## config.mk

```make
export PLATFORM = sky130hd
export DESIGN_NAME = capture_top
export DESIGN_NICKNAME = d
export VERILOG_FILES = /design/src/logic/capture_pkg.sv /design/src/logic/adc_spi.sv /design/src/logic/capture_top.sv /design/src/logic/cntr.sv /design/src/logic/preamp_spi.sv /design/src/logic/sample_timer.sv
export SDC_FILE = /design/constraint.sdc
export NUM_CORES = 1
export LEC_CHECK = 0
export BUFFER_PORTS_ARGS = -buffer_cell sky130_fd_sc_hd__buf_2
export CAP_MARGIN = 10
export CORE_MARGIN = 1.5
export CORE_UTILIZATION = 39
export DETAILED_ROUTE_END_ITERATION = 8
export PLACE_DENSITY_LB_ADDON = 0.15
export SYNTH_ARGS = -nofsm -noshare
export SYNTH_HDL_FRONTEND = slang
export SYNTH_SLANG_ARGS = --single-unit
```

## constraint.sdc

```tcl
create_clock -name CLK50MHZ -period 2.6 [get_ports CLK50MHZ]
set_clock_uncertainty 0.1 [all_clocks]
set_input_delay 0 -clock CLK50MHZ [delete_from_list [all_inputs] [get_ports CLK50MHZ]]
set_output_delay 0 -clock CLK50MHZ [all_outputs]
set_load 0.05 [all_outputs]
```

## src/logic/capture_pkg.sv

```systemverilog
package capture_pkg;

	////////////////////
	// ADC
	////////////////////

	// One channel result
	localparam int ADC_WIDTH = 14;
	// Serial clocks per conversion frame
	localparam int ADC_FRAME_BITS = 34;
	localparam int ADC_BIT_W = $clog2(ADC_FRAME_BITS);
	localparam logic [ADC_BIT_W-1:0] ADC_FRAME_LAST = ADC_BIT_W'(ADC_FRAME_BITS - 1);
	// Frame layout: 2 idle, A, 2 gap, B, 2 trailing
	localparam logic [ADC_BIT_W-1:0] ADC_A_FIRST = ADC_BIT_W'(2);
	localparam logic [ADC_BIT_W-1:0] ADC_A_LAST = ADC_BIT_W'(2 + ADC_WIDTH - 1);
	localparam logic [ADC_BIT_W-1:0] ADC_B_FIRST = ADC_BIT_W'(18);
	localparam logic [ADC_BIT_W-1:0] ADC_B_LAST = ADC_BIT_W'(18 + ADC_WIDTH - 1);

	////////////////////
	// Preamp
	////////////////////

	localparam logic [3:0] GAIN_A = 4'd4;
	localparam logic [3:0] GAIN_B = 4'd2;
	localparam int GAIN_WORD_BITS = 8;
	localparam int GAIN_BIT_W = $clog2(GAIN_WORD_BITS);
	localparam logic [GAIN_BIT_W-1:0] GAIN_BIT_LAST = GAIN_BIT_W'(GAIN_WORD_BITS - 1);
	// Channel A in the high nibble, sent first
	localparam logic [GAIN_WORD_BITS-1:0] GAIN_WORD = {GAIN_A, GAIN_B};

	////////////////////
	// Timing
	////////////////////

	// Sys clocks per SCK half period
	localparam int SCK_HALF = 2;
	localparam int SCK_DIV_W = $clog2(SCK_HALF);
	localparam logic [SCK_DIV_W-1:0] SCK_DIV_LAST = SCK_DIV_W'(SCK_HALF - 1);
	// 50 MHz / 2500 = 20 kS/s
	localparam int SAMPLE_PERIOD = 2500;
	localparam int SAMPLE_CNT_W = $clog2(SAMPLE_PERIOD);
	localparam logic [SAMPLE_CNT_W-1:0] SAMPLE_LAST = SAMPLE_CNT_W'(SAMPLE_PERIOD - 1);

	////////////////////
	// LEDs and switches
	////////////////////

	localparam logic [7:0] LED_RESET = 8'haa;
	localparam logic [7:0] LED_INVALID = 8'h55;
	localparam logic [3:0] SEL_A_LO = 4'h1;
	localparam logic [3:0] SEL_A_HI = 4'h2;
	localparam logic [3:0] SEL_B_LO = 4'h4;
	localparam logic [3:0] SEL_B_HI = 4'h8;
	localparam logic [3:0] SEL_READBACK = 4'h3;

endpackage

```

## src/logic/adc_spi.sv

```systemverilog
`timescale 1ns/1ns

module adc_spi (
	input  logic        CLK50MHZ,
	input  logic        RST,
	input  logic        adc_trig,
	output logic        adc_done,
	output logic [13:0] adc_a,
	output logic [13:0] adc_b,
	output logic        ad_conv,
	output logic        adc_sck,
	input  logic        adc_miso
);

	typedef enum logic [1:0] {
		IDLE,
		CONV,
		FRAME
	} state_t;

	state_t state;

	logic [capture_pkg::SCK_DIV_W-1:0] div;
	// SCK period index within the frame
	logic [capture_pkg::ADC_BIT_W-1:0] bit_cnt;
	// Per channel shift registers
	logic [capture_pkg::ADC_WIDTH-1:0] a_sh;
	logic [capture_pkg::ADC_WIDTH-1:0] b_sh;
	logic sck_edge;
	logic in_a;
	logic in_b;
	logic frame_end;

	assign sck_edge = (div == capture_pkg::SCK_DIV_LAST);

	// Which channel owns the current bit
	assign in_a = (bit_cnt >= capture_pkg::ADC_A_FIRST) && (bit_cnt <= capture_pkg::ADC_A_LAST);
	assign in_b = (bit_cnt >= capture_pkg::ADC_B_FIRST) && (bit_cnt <= capture_pkg::ADC_B_LAST);

	// Falling SCK of the last period
	assign frame_end = (state == FRAME) && sck_edge && adc_sck &&
		(bit_cnt == capture_pkg::ADC_FRAME_LAST);

	////////////////////
	// Control
	////////////////////

	always_ff @(posedge CLK50MHZ) begin
		if (RST) begin
			state <= IDLE;
			div <= '0;
			bit_cnt <= '0;
			adc_sck <= 1'b0;
			ad_conv <= 1'b0;
			adc_done <= 1'b0;
		end else begin
			adc_done <= 1'b0;
			ad_conv <= 1'b0;
			case (state)
				IDLE: begin
					if (adc_trig) begin
						// One cycle conversion start
						ad_conv <= 1'b1;
						state <= CONV;
						div <= '0;
						bit_cnt <= '0;
						adc_sck <= 1'b0;
					end
				end
				CONV: state <= FRAME;
				FRAME: begin
					if (sck_edge) begin
						div <= '0;
						adc_sck <= ~adc_sck;
						if (frame_end) begin
							adc_done <= 1'b1;
							state <= IDLE;
						end else if (adc_sck) begin
							bit_cnt <= bit_cnt + 1'b1;
						end
					end else begin
						div <= div + 1'b1;
					end
				end
				default: state <= IDLE;
			endcase
		end
	end

	////////////////////
	// Data path
	////////////////////

	always_ff @(posedge CLK50MHZ) begin
		// Rising SCK, MSB first into each channel
		if (state == FRAME && sck_edge && !adc_sck) begin
			if (in_a)
				a_sh <= {a_sh[capture_pkg::ADC_WIDTH-2:0], adc_miso};
			if (in_b)
				b_sh <= {b_sh[capture_pkg::ADC_WIDTH-2:0], adc_miso};
		end
		// Both results together at frame end
		if (frame_end) begin
			adc_a <= a_sh;
			adc_b <= b_sh;
		end
	end

endmodule

```

## src/logic/capture_top.sv

```systemverilog
`timescale 1ns/1ns

module capture_top (
	input  logic       CLK50MHZ,
	input  logic       RST,
	// Board IO
	input  logic [3:0] sw,
	output logic [7:0] led,
	// Preamp pins
	output logic       amp_sck,
	output logic       amp_mosi,
	output logic       amp_cs,
	output logic       amp_shdn,
	input  logic       amp_dout,
	// ADC pins
	output logic       ad_conv,
	output logic       adc_sck,
	input  logic       adc_miso
);

	// Preamp handshake
	logic        amp_trig;
	logic        amp_done;
	logic [7:0]  amp_readback;
	// Timer
	logic        cnt_en;
	logic        adc_trig;
	// ADC handshake and results
	logic        adc_done;
	logic [13:0] adc_a;
	logic [13:0] adc_b;

	// Preamp never shut down
	assign amp_shdn = 1'b0;

	cntr cntr0 (
		.CLK50MHZ     (CLK50MHZ),
		.RST          (RST),
		.amp_trig     (amp_trig),
		.amp_done     (amp_done),
		.amp_readback (amp_readback),
		.cnt_en       (cnt_en),
		.adc_done     (adc_done),
		.adc_a        (adc_a),
		.adc_b        (adc_b),
		.sw           (sw),
		.led          (led)
	);

	sample_timer timer0 (
		.CLK50MHZ (CLK50MHZ),
		.RST      (RST),
		.cnt_en   (cnt_en),
		.cnt_trig (adc_trig)
	);

	preamp_spi preamp0 (
		.CLK50MHZ     (CLK50MHZ),
		.RST          (RST),
		.amp_trig     (amp_trig),
		.amp_done     (amp_done),
		.amp_readback (amp_readback),
		.amp_sck      (amp_sck),
		.amp_mosi     (amp_mosi),
		.amp_cs       (amp_cs),
		.amp_dout     (amp_dout)
	);

	adc_spi adc0 (
		.CLK50MHZ (CLK50MHZ),
		.RST      (RST),
		.adc_trig (adc_trig),
		.adc_done (adc_done),
		.adc_a    (adc_a),
		.adc_b    (adc_b),
		.ad_conv  (ad_conv),
		.adc_sck  (adc_sck),
		.adc_miso (adc_miso)
	);

endmodule

```

## src/logic/cntr.sv

```systemverilog
`timescale 1ns/1ns

module cntr (
	input  logic        CLK50MHZ,
	input  logic        RST,
	// Preamp
	output logic        amp_trig,
	input  logic        amp_done,
	input  logic [7:0]  amp_readback,
	// Sample timer
	output logic        cnt_en,
	// ADC
	input  logic        adc_done,
	input  logic [13:0] adc_a,
	input  logic [13:0] adc_b,
	// Board IO
	input  logic [3:0]  sw,
	output logic [7:0]  led
);

	typedef enum logic [1:0] {
		RESTART,
		AMP_SENDING,
		ADC_CONVERTING
	} state_t;

	state_t state;

	////////////////////
	// Sequencer
	////////////////////

	always_ff @(posedge CLK50MHZ) begin
		if (RST) begin
			state <= RESTART;
			amp_trig <= 1'b0;
		end else begin
			amp_trig <= 1'b0;
			case (state)
				RESTART: begin
					// Single gain write after reset
					amp_trig <= 1'b1;
					state <= AMP_SENDING;
				end
				AMP_SENDING: begin
					if (amp_done)
						state <= ADC_CONVERTING;
				end
				ADC_CONVERTING: begin
					// Stays here until reset
					state <= ADC_CONVERTING;
				end
				default: state <= RESTART;
			endcase
		end
	end

	// Sampling runs once the preamp is set
	assign cnt_en = (state == ADC_CONVERTING);

	////////////////////
	// LED register
	////////////////////

	always_ff @(posedge CLK50MHZ) begin
		if (RST) begin
			led <= capture_pkg::LED_RESET;
		end else if (adc_done) begin
			case (sw)
				capture_pkg::SEL_A_LO:
					led <= adc_a[7:0];
				// Upper six bits, zero extended
				capture_pkg::SEL_A_HI:
					led <= {2'b00, adc_a[13:8]};
				capture_pkg::SEL_B_LO:
					led <= adc_b[7:0];
				capture_pkg::SEL_B_HI:
					led <= {2'b00, adc_b[13:8]};
				capture_pkg::SEL_READBACK:
					led <= amp_readback;
				// Unused switch codes
				default:
					led <= capture_pkg::LED_INVALID;
			endcase
		end
	end

endmodule

```

## src/logic/preamp_spi.sv

```systemverilog
`timescale 1ns/1ns

module preamp_spi (
	input  logic       CLK50MHZ,
	input  logic       RST,
	input  logic       amp_trig,
	output logic       amp_done,
	output logic [7:0] amp_readback,
	output logic       amp_sck,
	output logic       amp_mosi,
	output logic       amp_cs,
	input  logic       amp_dout
);

	typedef enum logic [1:0] {
		IDLE,
		SHIFT,
		FINISH
	} state_t;

	state_t state;

	// SCK half period divider
	logic [capture_pkg::SCK_DIV_W-1:0] div;
	logic [capture_pkg::GAIN_BIT_W-1:0] bit_cnt;
	// Gain word out, readback in
	logic [capture_pkg::GAIN_WORD_BITS-1:0] shreg;
	// Readback bit held from rising to falling SCK
	logic din_bit;
	logic sck_edge;

	// SCK toggles on the last divider count
	assign sck_edge = (div == capture_pkg::SCK_DIV_LAST);

	// MSB first, quiet while deselected
	assign amp_mosi = shreg[capture_pkg::GAIN_WORD_BITS-1] & ~amp_cs;

	////////////////////
	// Control
	////////////////////

	always_ff @(posedge CLK50MHZ) begin
		if (RST) begin
			state <= IDLE;
			div <= '0;
			bit_cnt <= '0;
			amp_sck <= 1'b0;
			amp_cs <= 1'b1;
			amp_done <= 1'b0;
		end else begin
			amp_done <= 1'b0;
			case (state)
				IDLE: begin
					// Trigger only honored here
					if (amp_trig) begin
						state <= SHIFT;
						amp_cs <= 1'b0;
						amp_sck <= 1'b0;
						div <= '0;
						bit_cnt <= '0;
					end
				end
				SHIFT: begin
					if (sck_edge) begin
						div <= '0;
						amp_sck <= ~amp_sck;
						// Falling SCK ends a bit
						if (amp_sck) begin
							if (bit_cnt == capture_pkg::GAIN_BIT_LAST)
								state <= FINISH;
							else
								bit_cnt <= bit_cnt + 1'b1;
						end
					end else begin
						div <= div + 1'b1;
					end
				end
				FINISH: begin
					amp_cs <= 1'b1;
					amp_done <= 1'b1;
					state <= IDLE;
				end
				default: state <= IDLE;
			endcase
		end
	end

	////////////////////
	// Data path
	////////////////////

	always_ff @(posedge CLK50MHZ) begin
		if (state == IDLE && amp_trig) begin
			shreg <= capture_pkg::GAIN_WORD;
		end else if (state == SHIFT && sck_edge) begin
			// Sample on rise, shift on fall
			if (!amp_sck)
				din_bit <= amp_dout;
			else
				shreg <= {shreg[capture_pkg::GAIN_WORD_BITS-2:0], din_bit};
		end
		// Full readback byte after the 8th shift
		if (state == FINISH)
			amp_readback <= shreg;
	end

endmodule

```

## src/logic/sample_timer.sv

```systemverilog
`timescale 1ns/1ns

module sample_timer (
	input  logic CLK50MHZ,
	input  logic RST,
	input  logic cnt_en,
	output logic cnt_trig
);

	// Period counter
	logic [capture_pkg::SAMPLE_CNT_W-1:0] cnt;

	////////////////////
	// Trigger generation
	////////////////////

	always_ff @(posedge CLK50MHZ) begin
		if (RST) begin
			cnt <= '0;
			cnt_trig <= 1'b0;
		end else if (!cnt_en) begin
			// Held at zero so phase starts at enable
			cnt <= '0;
			cnt_trig <= 1'b0;
		end else if (cnt == capture_pkg::SAMPLE_LAST) begin
			// Wrap, one trigger pulse
			cnt <= '0;
			cnt_trig <= 1'b1;
		end else begin
			cnt <= cnt + 1'b1;
			cnt_trig <= 1'b0;
		end
	end

endmodule

```

Word level (Yosys, flattened, before mapping)
Cells that the tools add are included.
{"block": "word_totals", "register_bits": 118, "output_inout_bits": 14}
{"block": "op_classes", "addsub": 5, "order_cmp": 4, "eq_ne": 25, "muxes": 38, "bitwise": 9, "n_reduce_logical": 32}
{"operator": "8-bit one-hot mux with 5 select lines", "count": 1}
{"operator": "6-bit two-way mux", "count": 4}
{"operator": "2-bit two-way mux", "count": 8}
{"operator": "2-bit by 1-bit inequality test with 1-bit output (second input constant)", "count": 7}
{"operator": "12-bit by 1-bit adder with 12-bit output (second input constant)", "count": 1}
{"operator": "12-bit == test (second input constant)", "count": 1}
{"operator": "3-bit two-way mux", "count": 4}
{"operator": "2-bit one-hot mux with 3 select lines", "count": 2}
{"operator": "6-bit one-hot mux with 2 select lines", "count": 1}
{"operator": "2-bit AND reduction", "count": 6}
{"operator": "3-bit AND reduction", "count": 4}
{"operator": "1-bit two-way mux", "count": 11}
{"operator": "1-bit one-hot mux with 2 select lines", "count": 5}
{"operator": "5-bit AND reduction", "count": 2}
{"operator": "4-bit by 2-bit == test with 1-bit output (second input constant)", "count": 2}
{"operator": "1-bit logical AND", "count": 8}
{"operator": "2-bit inequality test (second input constant)", "count": 4}
{"operator": "1-bit NOT", "count": 8}
{"operator": "6-bit by 1-bit adder with 6-bit output (second input constant)", "count": 1}
{"operator": "2-bit by 1-bit == test with 1-bit output (second input constant)", "count": 3}
{"operator": "2-bit == test (second input constant)", "count": 3}
{"operator": "6-bit == test (second input constant)", "count": 1}
{"operator": "6-bit by 2-bit greater-or-equal comparator with 1-bit output (second input constant)", "count": 1}
{"operator": "6-bit by 5-bit greater-or-equal comparator with 1-bit output (second input constant)", "count": 1}
{"operator": "17 further kinds", "count": 24}

Logic depth before layout (Yosys ltp)
{"block": "depth", "depth_word": 7, "ltp_mapped": 6}

Modules after synthesis
Synthesis repeated with hierarchy kept, for this count alone.
{"block": "hier_totals", "hier_cells": 358, "hier_area_um2": 4710.8}
{"module": "adc_spi", "n_inst": 1, "cells_per_inst": 131, "area_per_inst_um2": 2339.7, "seq_area_each_um2": 1921.8}
{"module": "preamp_spi", "n_inst": 1, "cells_per_inst": 88, "area_per_inst_um2": 1003.5, "seq_area_each_um2": 610.6}
{"module": "cntr", "n_inst": 1, "cells_per_inst": 77, "area_per_inst_um2": 764.5, "seq_area_each_um2": 220.2}
{"module": "sample_timer", "n_inst": 1, "cells_per_inst": 60, "area_per_inst_um2": 591.8, "seq_area_each_um2": 260.2}
{"module": "capture_top", "n_inst": 1, "cells_per_inst": 2, "area_per_inst_um2": 11.3, "seq_area_each_um2": 0.0}

Least setup slack after synthesis
No wires, ideal clock.
{"block": "synth_path", "path_type": "register to register", "start": "register adc0.adc_sck", "end": "register adc0.b_sh[0] (netlist bit) (enable)", "arrival_ps": 2217, "required_ps": 2088, "setup_slack_ps": -129, "stages_incl_launch_ff": 4, "n_path_buf": 0, "path_cell_list": "dfxtp_1 > nand2b_1 > or3_1 > a311oi_1"}
{"block": "synth_between", "elab_chain_len": 3}
{"item": "start: declaration", "line": "adc_spi.sv:11", "source": "output logic adc_sck,"}
{"item": "start signal: assignment", "line": "adc_spi.sv:74", "source": "adc_sck <= ~adc_sck;"}
{"item": "1-bit logical NOT", "line": "adc_spi.sv:96", "source": "if (state == FRAME && sck_edge && !adc_sck) begin"}
{"item": "1-bit logical AND", "line": "adc_spi.sv:96"}
{"item": "2-bit AND reduction (no source line)"}
{"item": "end signal: assignment", "line": "adc_spi.sv:100", "source": "b_sh <= {b_sh[capture_pkg::ADC_WIDTH-2:0], adc_miso};"}
{"item": "end: declaration", "line": "adc_spi.sv:28", "source": "logic [capture_pkg::ADC_WIDTH-1:0] b_sh;"}
Every way passes these cells.
A chain may end at the register's enable or synchronous reset.

Worst setup path after layout
{"block": "layout_path", "start": "register adc0.state[1]", "end": "register adc0.b_sh[7] (netlist bit) (enable)"}
{"block": "layout_between", "elab_chain_len": 4}
{"item": "start: declaration", "line": "adc_spi.sv:21", "source": "state_t state;"}
{"item": "start signal: assignment", "line": "adc_spi.sv:50", "source": "state <= IDLE;"}
{"item": "start signal: assignment", "line": "adc_spi.sv:64", "source": "state <= CONV;"}
{"item": "start signal: assignment", "line": "adc_spi.sv:70", "source": "CONV: state <= FRAME;"}
{"item": "2-bit == test", "line": "adc_spi.sv:96"}
{"item": "1-bit logical AND (2 in series)", "line": "adc_spi.sv:96"}
{"item": "2-bit AND reduction (no source line)"}
Every way passes these cells.

==> flow_metrics.env <==
export IMPL_cp_data_required_time_ps=2600
export IMPL_core_area_um2=11470
export IMPL_start_util_pct=40.24
export IMPL_slew_headroom_pct=53.46
export IMPL_vias_per_cell=5.109
export IMPL_drt_wirelength_per_cell_um=14.92
export IMPL_irDropWorstVdd_uv=404.5
export IMPL_syn2layout_area_growth_pct=19.77
export IMPL_chipWidth_um=111.8
export IMPL_maxSlewViolCount=0
export IMPL_htree_levels=4
export IMPL_clkLatencyLatePin_ps=410
export IMPL_yosys_most_used_dff="edfxtp_1"
export IMPL_arrival_ps=2000
export IMPL_first_global_vias=2796
export IMPL_io_pins=22
export IMPL_ant_nets=0
export IMPL_track_usage_pct=14.54
export IMPL_yosysWarnings=0
export IMPL_final_common_cell="edfxtp_1"
export IMPL_syn_mean_instance_area_um2=12.37
export IMPL_firstDrtPassIters=4
export IMPL_final_period_utilization_pct=76.93
export IMPL_startpoint_type="register"
export IMPL_numCtsBuffers=17
export IMPL_outcome="complete, no violations"
export IMPL_synth_largest_area_cell="edfxtp_1"
export IMPL_leakagePower_uw=0.001943
export IMPL_fmax_mhz=499.9
export IMPL_drive_gt1_share_pct=17.46
export IMPL_grt_max_degree=37
export IMPL_yosysSeqAreaShare_pct=65.29
export IMPL_cts_tree="yes"
export IMPL_grt_ovfl_total=0
export IMPL_clock_root_buffer="clkbuf_16"
export IMPL_synthDominantCellAreaShare_pct=42.30
export IMPL_clk_path_buf_depth=2
export IMPL_end_kind="register"
export IMPL_gp_congestion=0.7818
export IMPL_grt_pass1_wl_um=13810
export IMPL_place_ws_ps=626.1
export IMPL_dpl_hpwl_um=5567
export IMPL_antenna_found_initial=0
export IMPL_syn_instance_count=373
export IMPL_synth_cell_types=52
export IMPL_async_flop_share_pct=0
export IMPL_finalSetupTns_ps=0
export IMPL_hold_viol_final=0
export IMPL_synth_edf_count=65
export IMPL_num_vias=2866
export IMPL_std_cell_rows=39
export IMPL_setup_viol=0
export IMPL_antennaDiodeCount=0
export IMPL_drtIter0Drc=188
export IMPL_numPortBuffers=20
export IMPL_finalNetCount=423
export IMPL_hold_path_class="input pin to register"
export IMPL_synth_seq_cells=118
export IMPL_postCtsSetupBuffers=0
export IMPL_cp_max_fo=14
export IMPL_postRouteWirelength_um=8368
export IMPL_layout_setup_ws_ps=599.8
export IMPL_fp_dieH_um=111.8
export IMPL_layout_common_cells="edfxtp_1, dfxtp_1, nor2_1"
export IMPL_syn_area_um2=4614
export IMPL_synth_fp_nets=391
export IMPL_layout_min_cycle_time_ps=2000
export IMPL_synth_area_top_cells="edfxtp_1, dfxtp_1, nor2_1, ha_1, mux2_2"
export IMPL_path_class="register to register"
export IMPL_cellPowerDensity_nw_per_um2=846.8
export IMPL_dieArea_um2=12490
export IMPL_clock_sinks=118
export IMPL_tightest_slew_ps=698.1
export IMPL_cap_violations=0
export IMPL_rsz0062_at_grt="false"
export IMPL_post_route_drc_count=0
export IMPL_path_clk_slew_ps=60
==> metrics by stage <==
| stage | cells | area [um2] | util [%] | total power, uW | hold slack, ps |
|---|---|---|---|---|---|
| 6_report | 561 | 5527 | 48.19 | 4680 | 25.57 |
| 5_1_grt | 561 | 5527 | 48.19 | 4861 | 38.60 |
| 4_1_cts | 561 | 5527 | 48.19 | 4739 | 10.06 |
| 3_5_place_dp | 525 | 4866 | 42.43 | 2306 | 80.43 |
| 3_3_place_gp | 525 | 4866 | 42.43 | 2298 | 77.60 |
| 2_1_floorplan | 373 | 4623 | - | 2255 | -1.131 |
==> cells in the mapped netlist (3+ instances only) <==
cell type and count:
and2_1 3, nor2b_1 12, o2111ai_1 3, edfxtp_1 65
nor3b_1 3, nor2_1 43, a211oi_1 4, inv_1 10
o21ai_0 5, mux2_2 9, ha_1 10, mux2i_1 9
xnor2_1 8, nor3_1 13, clkbuf_1 9, nor4_1 4
nand2_1 24, a221oi_1 3, or3_1 6, dfxtp_1 53
a21oi_1 17, buf_2 3, a222oi_1 3, nand3_1 7
nand2b_1 7, a22o_1 6, and3_1 3
==> cell type report <==
| type | count | area [um2] |
|---|---|---|
| timing repair buffer | 28 | 170.2 |
| clock buffer | 17 | 425.4 |
| fill | 996 | 5941 |
| inverter | 10 | 37.54 |
| multi-input combinational | 230 | 1506 |
| clock inverter | 15 | 195.2 |
| tap | 143 | 178.9 |
| sequential | 118 | 3013 |
==> per-layer routing <==
metal	vias up	share of wire (%)	GRT usage, %
li1	1434	-	-
met1	1330	48	19.38
met2	77	43	19.67
met3	25	5.1	5.280
met4	0	3.8	9.873
met5	-	0	0
==> flip-flops by register name, summed over array words and instances (netlist names), 3 cells and up <==
register              cells
adc0.adc_b               14
cntr0.led                 8
adc0.a_sh                14
adc0.bit_cnt              6
preamp0.bit_cnt           3
timer0.cnt               12
preamp0.shreg             8
adc0.adc_a               14
adc0.b_sh                14
preamp0.amp_readback      8
==> path summary, 6_finish.rpt <==
kind                            cells after the start                               to                        from  slack, ps
worst max register to register                      4           adc0.b_sh[7]$_DFFE_PP_  adc0.state[1]$_SDFFE_PP0P_        600
worst min register to register                      0         adc0.adc_a[13]$_DFFE_PP_     adc0.a_sh[13]$_DFFE_PP_        320
worst min-delay path                                2  preamp0.bit_cnt[1]$_SDFFE_PP0P_                         RST         30
worst max-delay path                                4           adc0.b_sh[7]$_DFFE_PP_  adc0.state[1]$_SDFFE_PP0P_        600
==> where the power goes <==
group          switching, uW  internal [uW]
registers               35.9           1990
clock network            878           1530
logic                    148           98.8
==> logic make-up after synthesis <==
logic type               count (synthesis)  synth area share (%)
adder cells (fa/ha/maj)                 10                 2.711
AND/OR/NAND/NOR                        137                 15.24
AO/OA/AOI/OAI                           54                 8.270
other                                    1               0.08127
flip-flops                             118                 65.29
buffers and inverters                   25                 2.359
multiplexers                            18                 4.149
XOR/XNOR                                10                 1.898
==> what timing repair did <==
| action | 4_1_cts | 5_1_grt |
|---|---|---|
| endpoints found under the setup margin | 0 | 0 |
| hold buffers | 4 | 0 |
| endpoints found under the hold margin | 5 | 0 |
| resized for setup | 0 | 0 |
==> critical path: stages (launching register included) <==
cell      delay [ps]
dfxtp_1          500
nand2b_1         190
or3_1            430
a311oi_2         210
buf_4            260
Power figures use the tool's default switching activity.
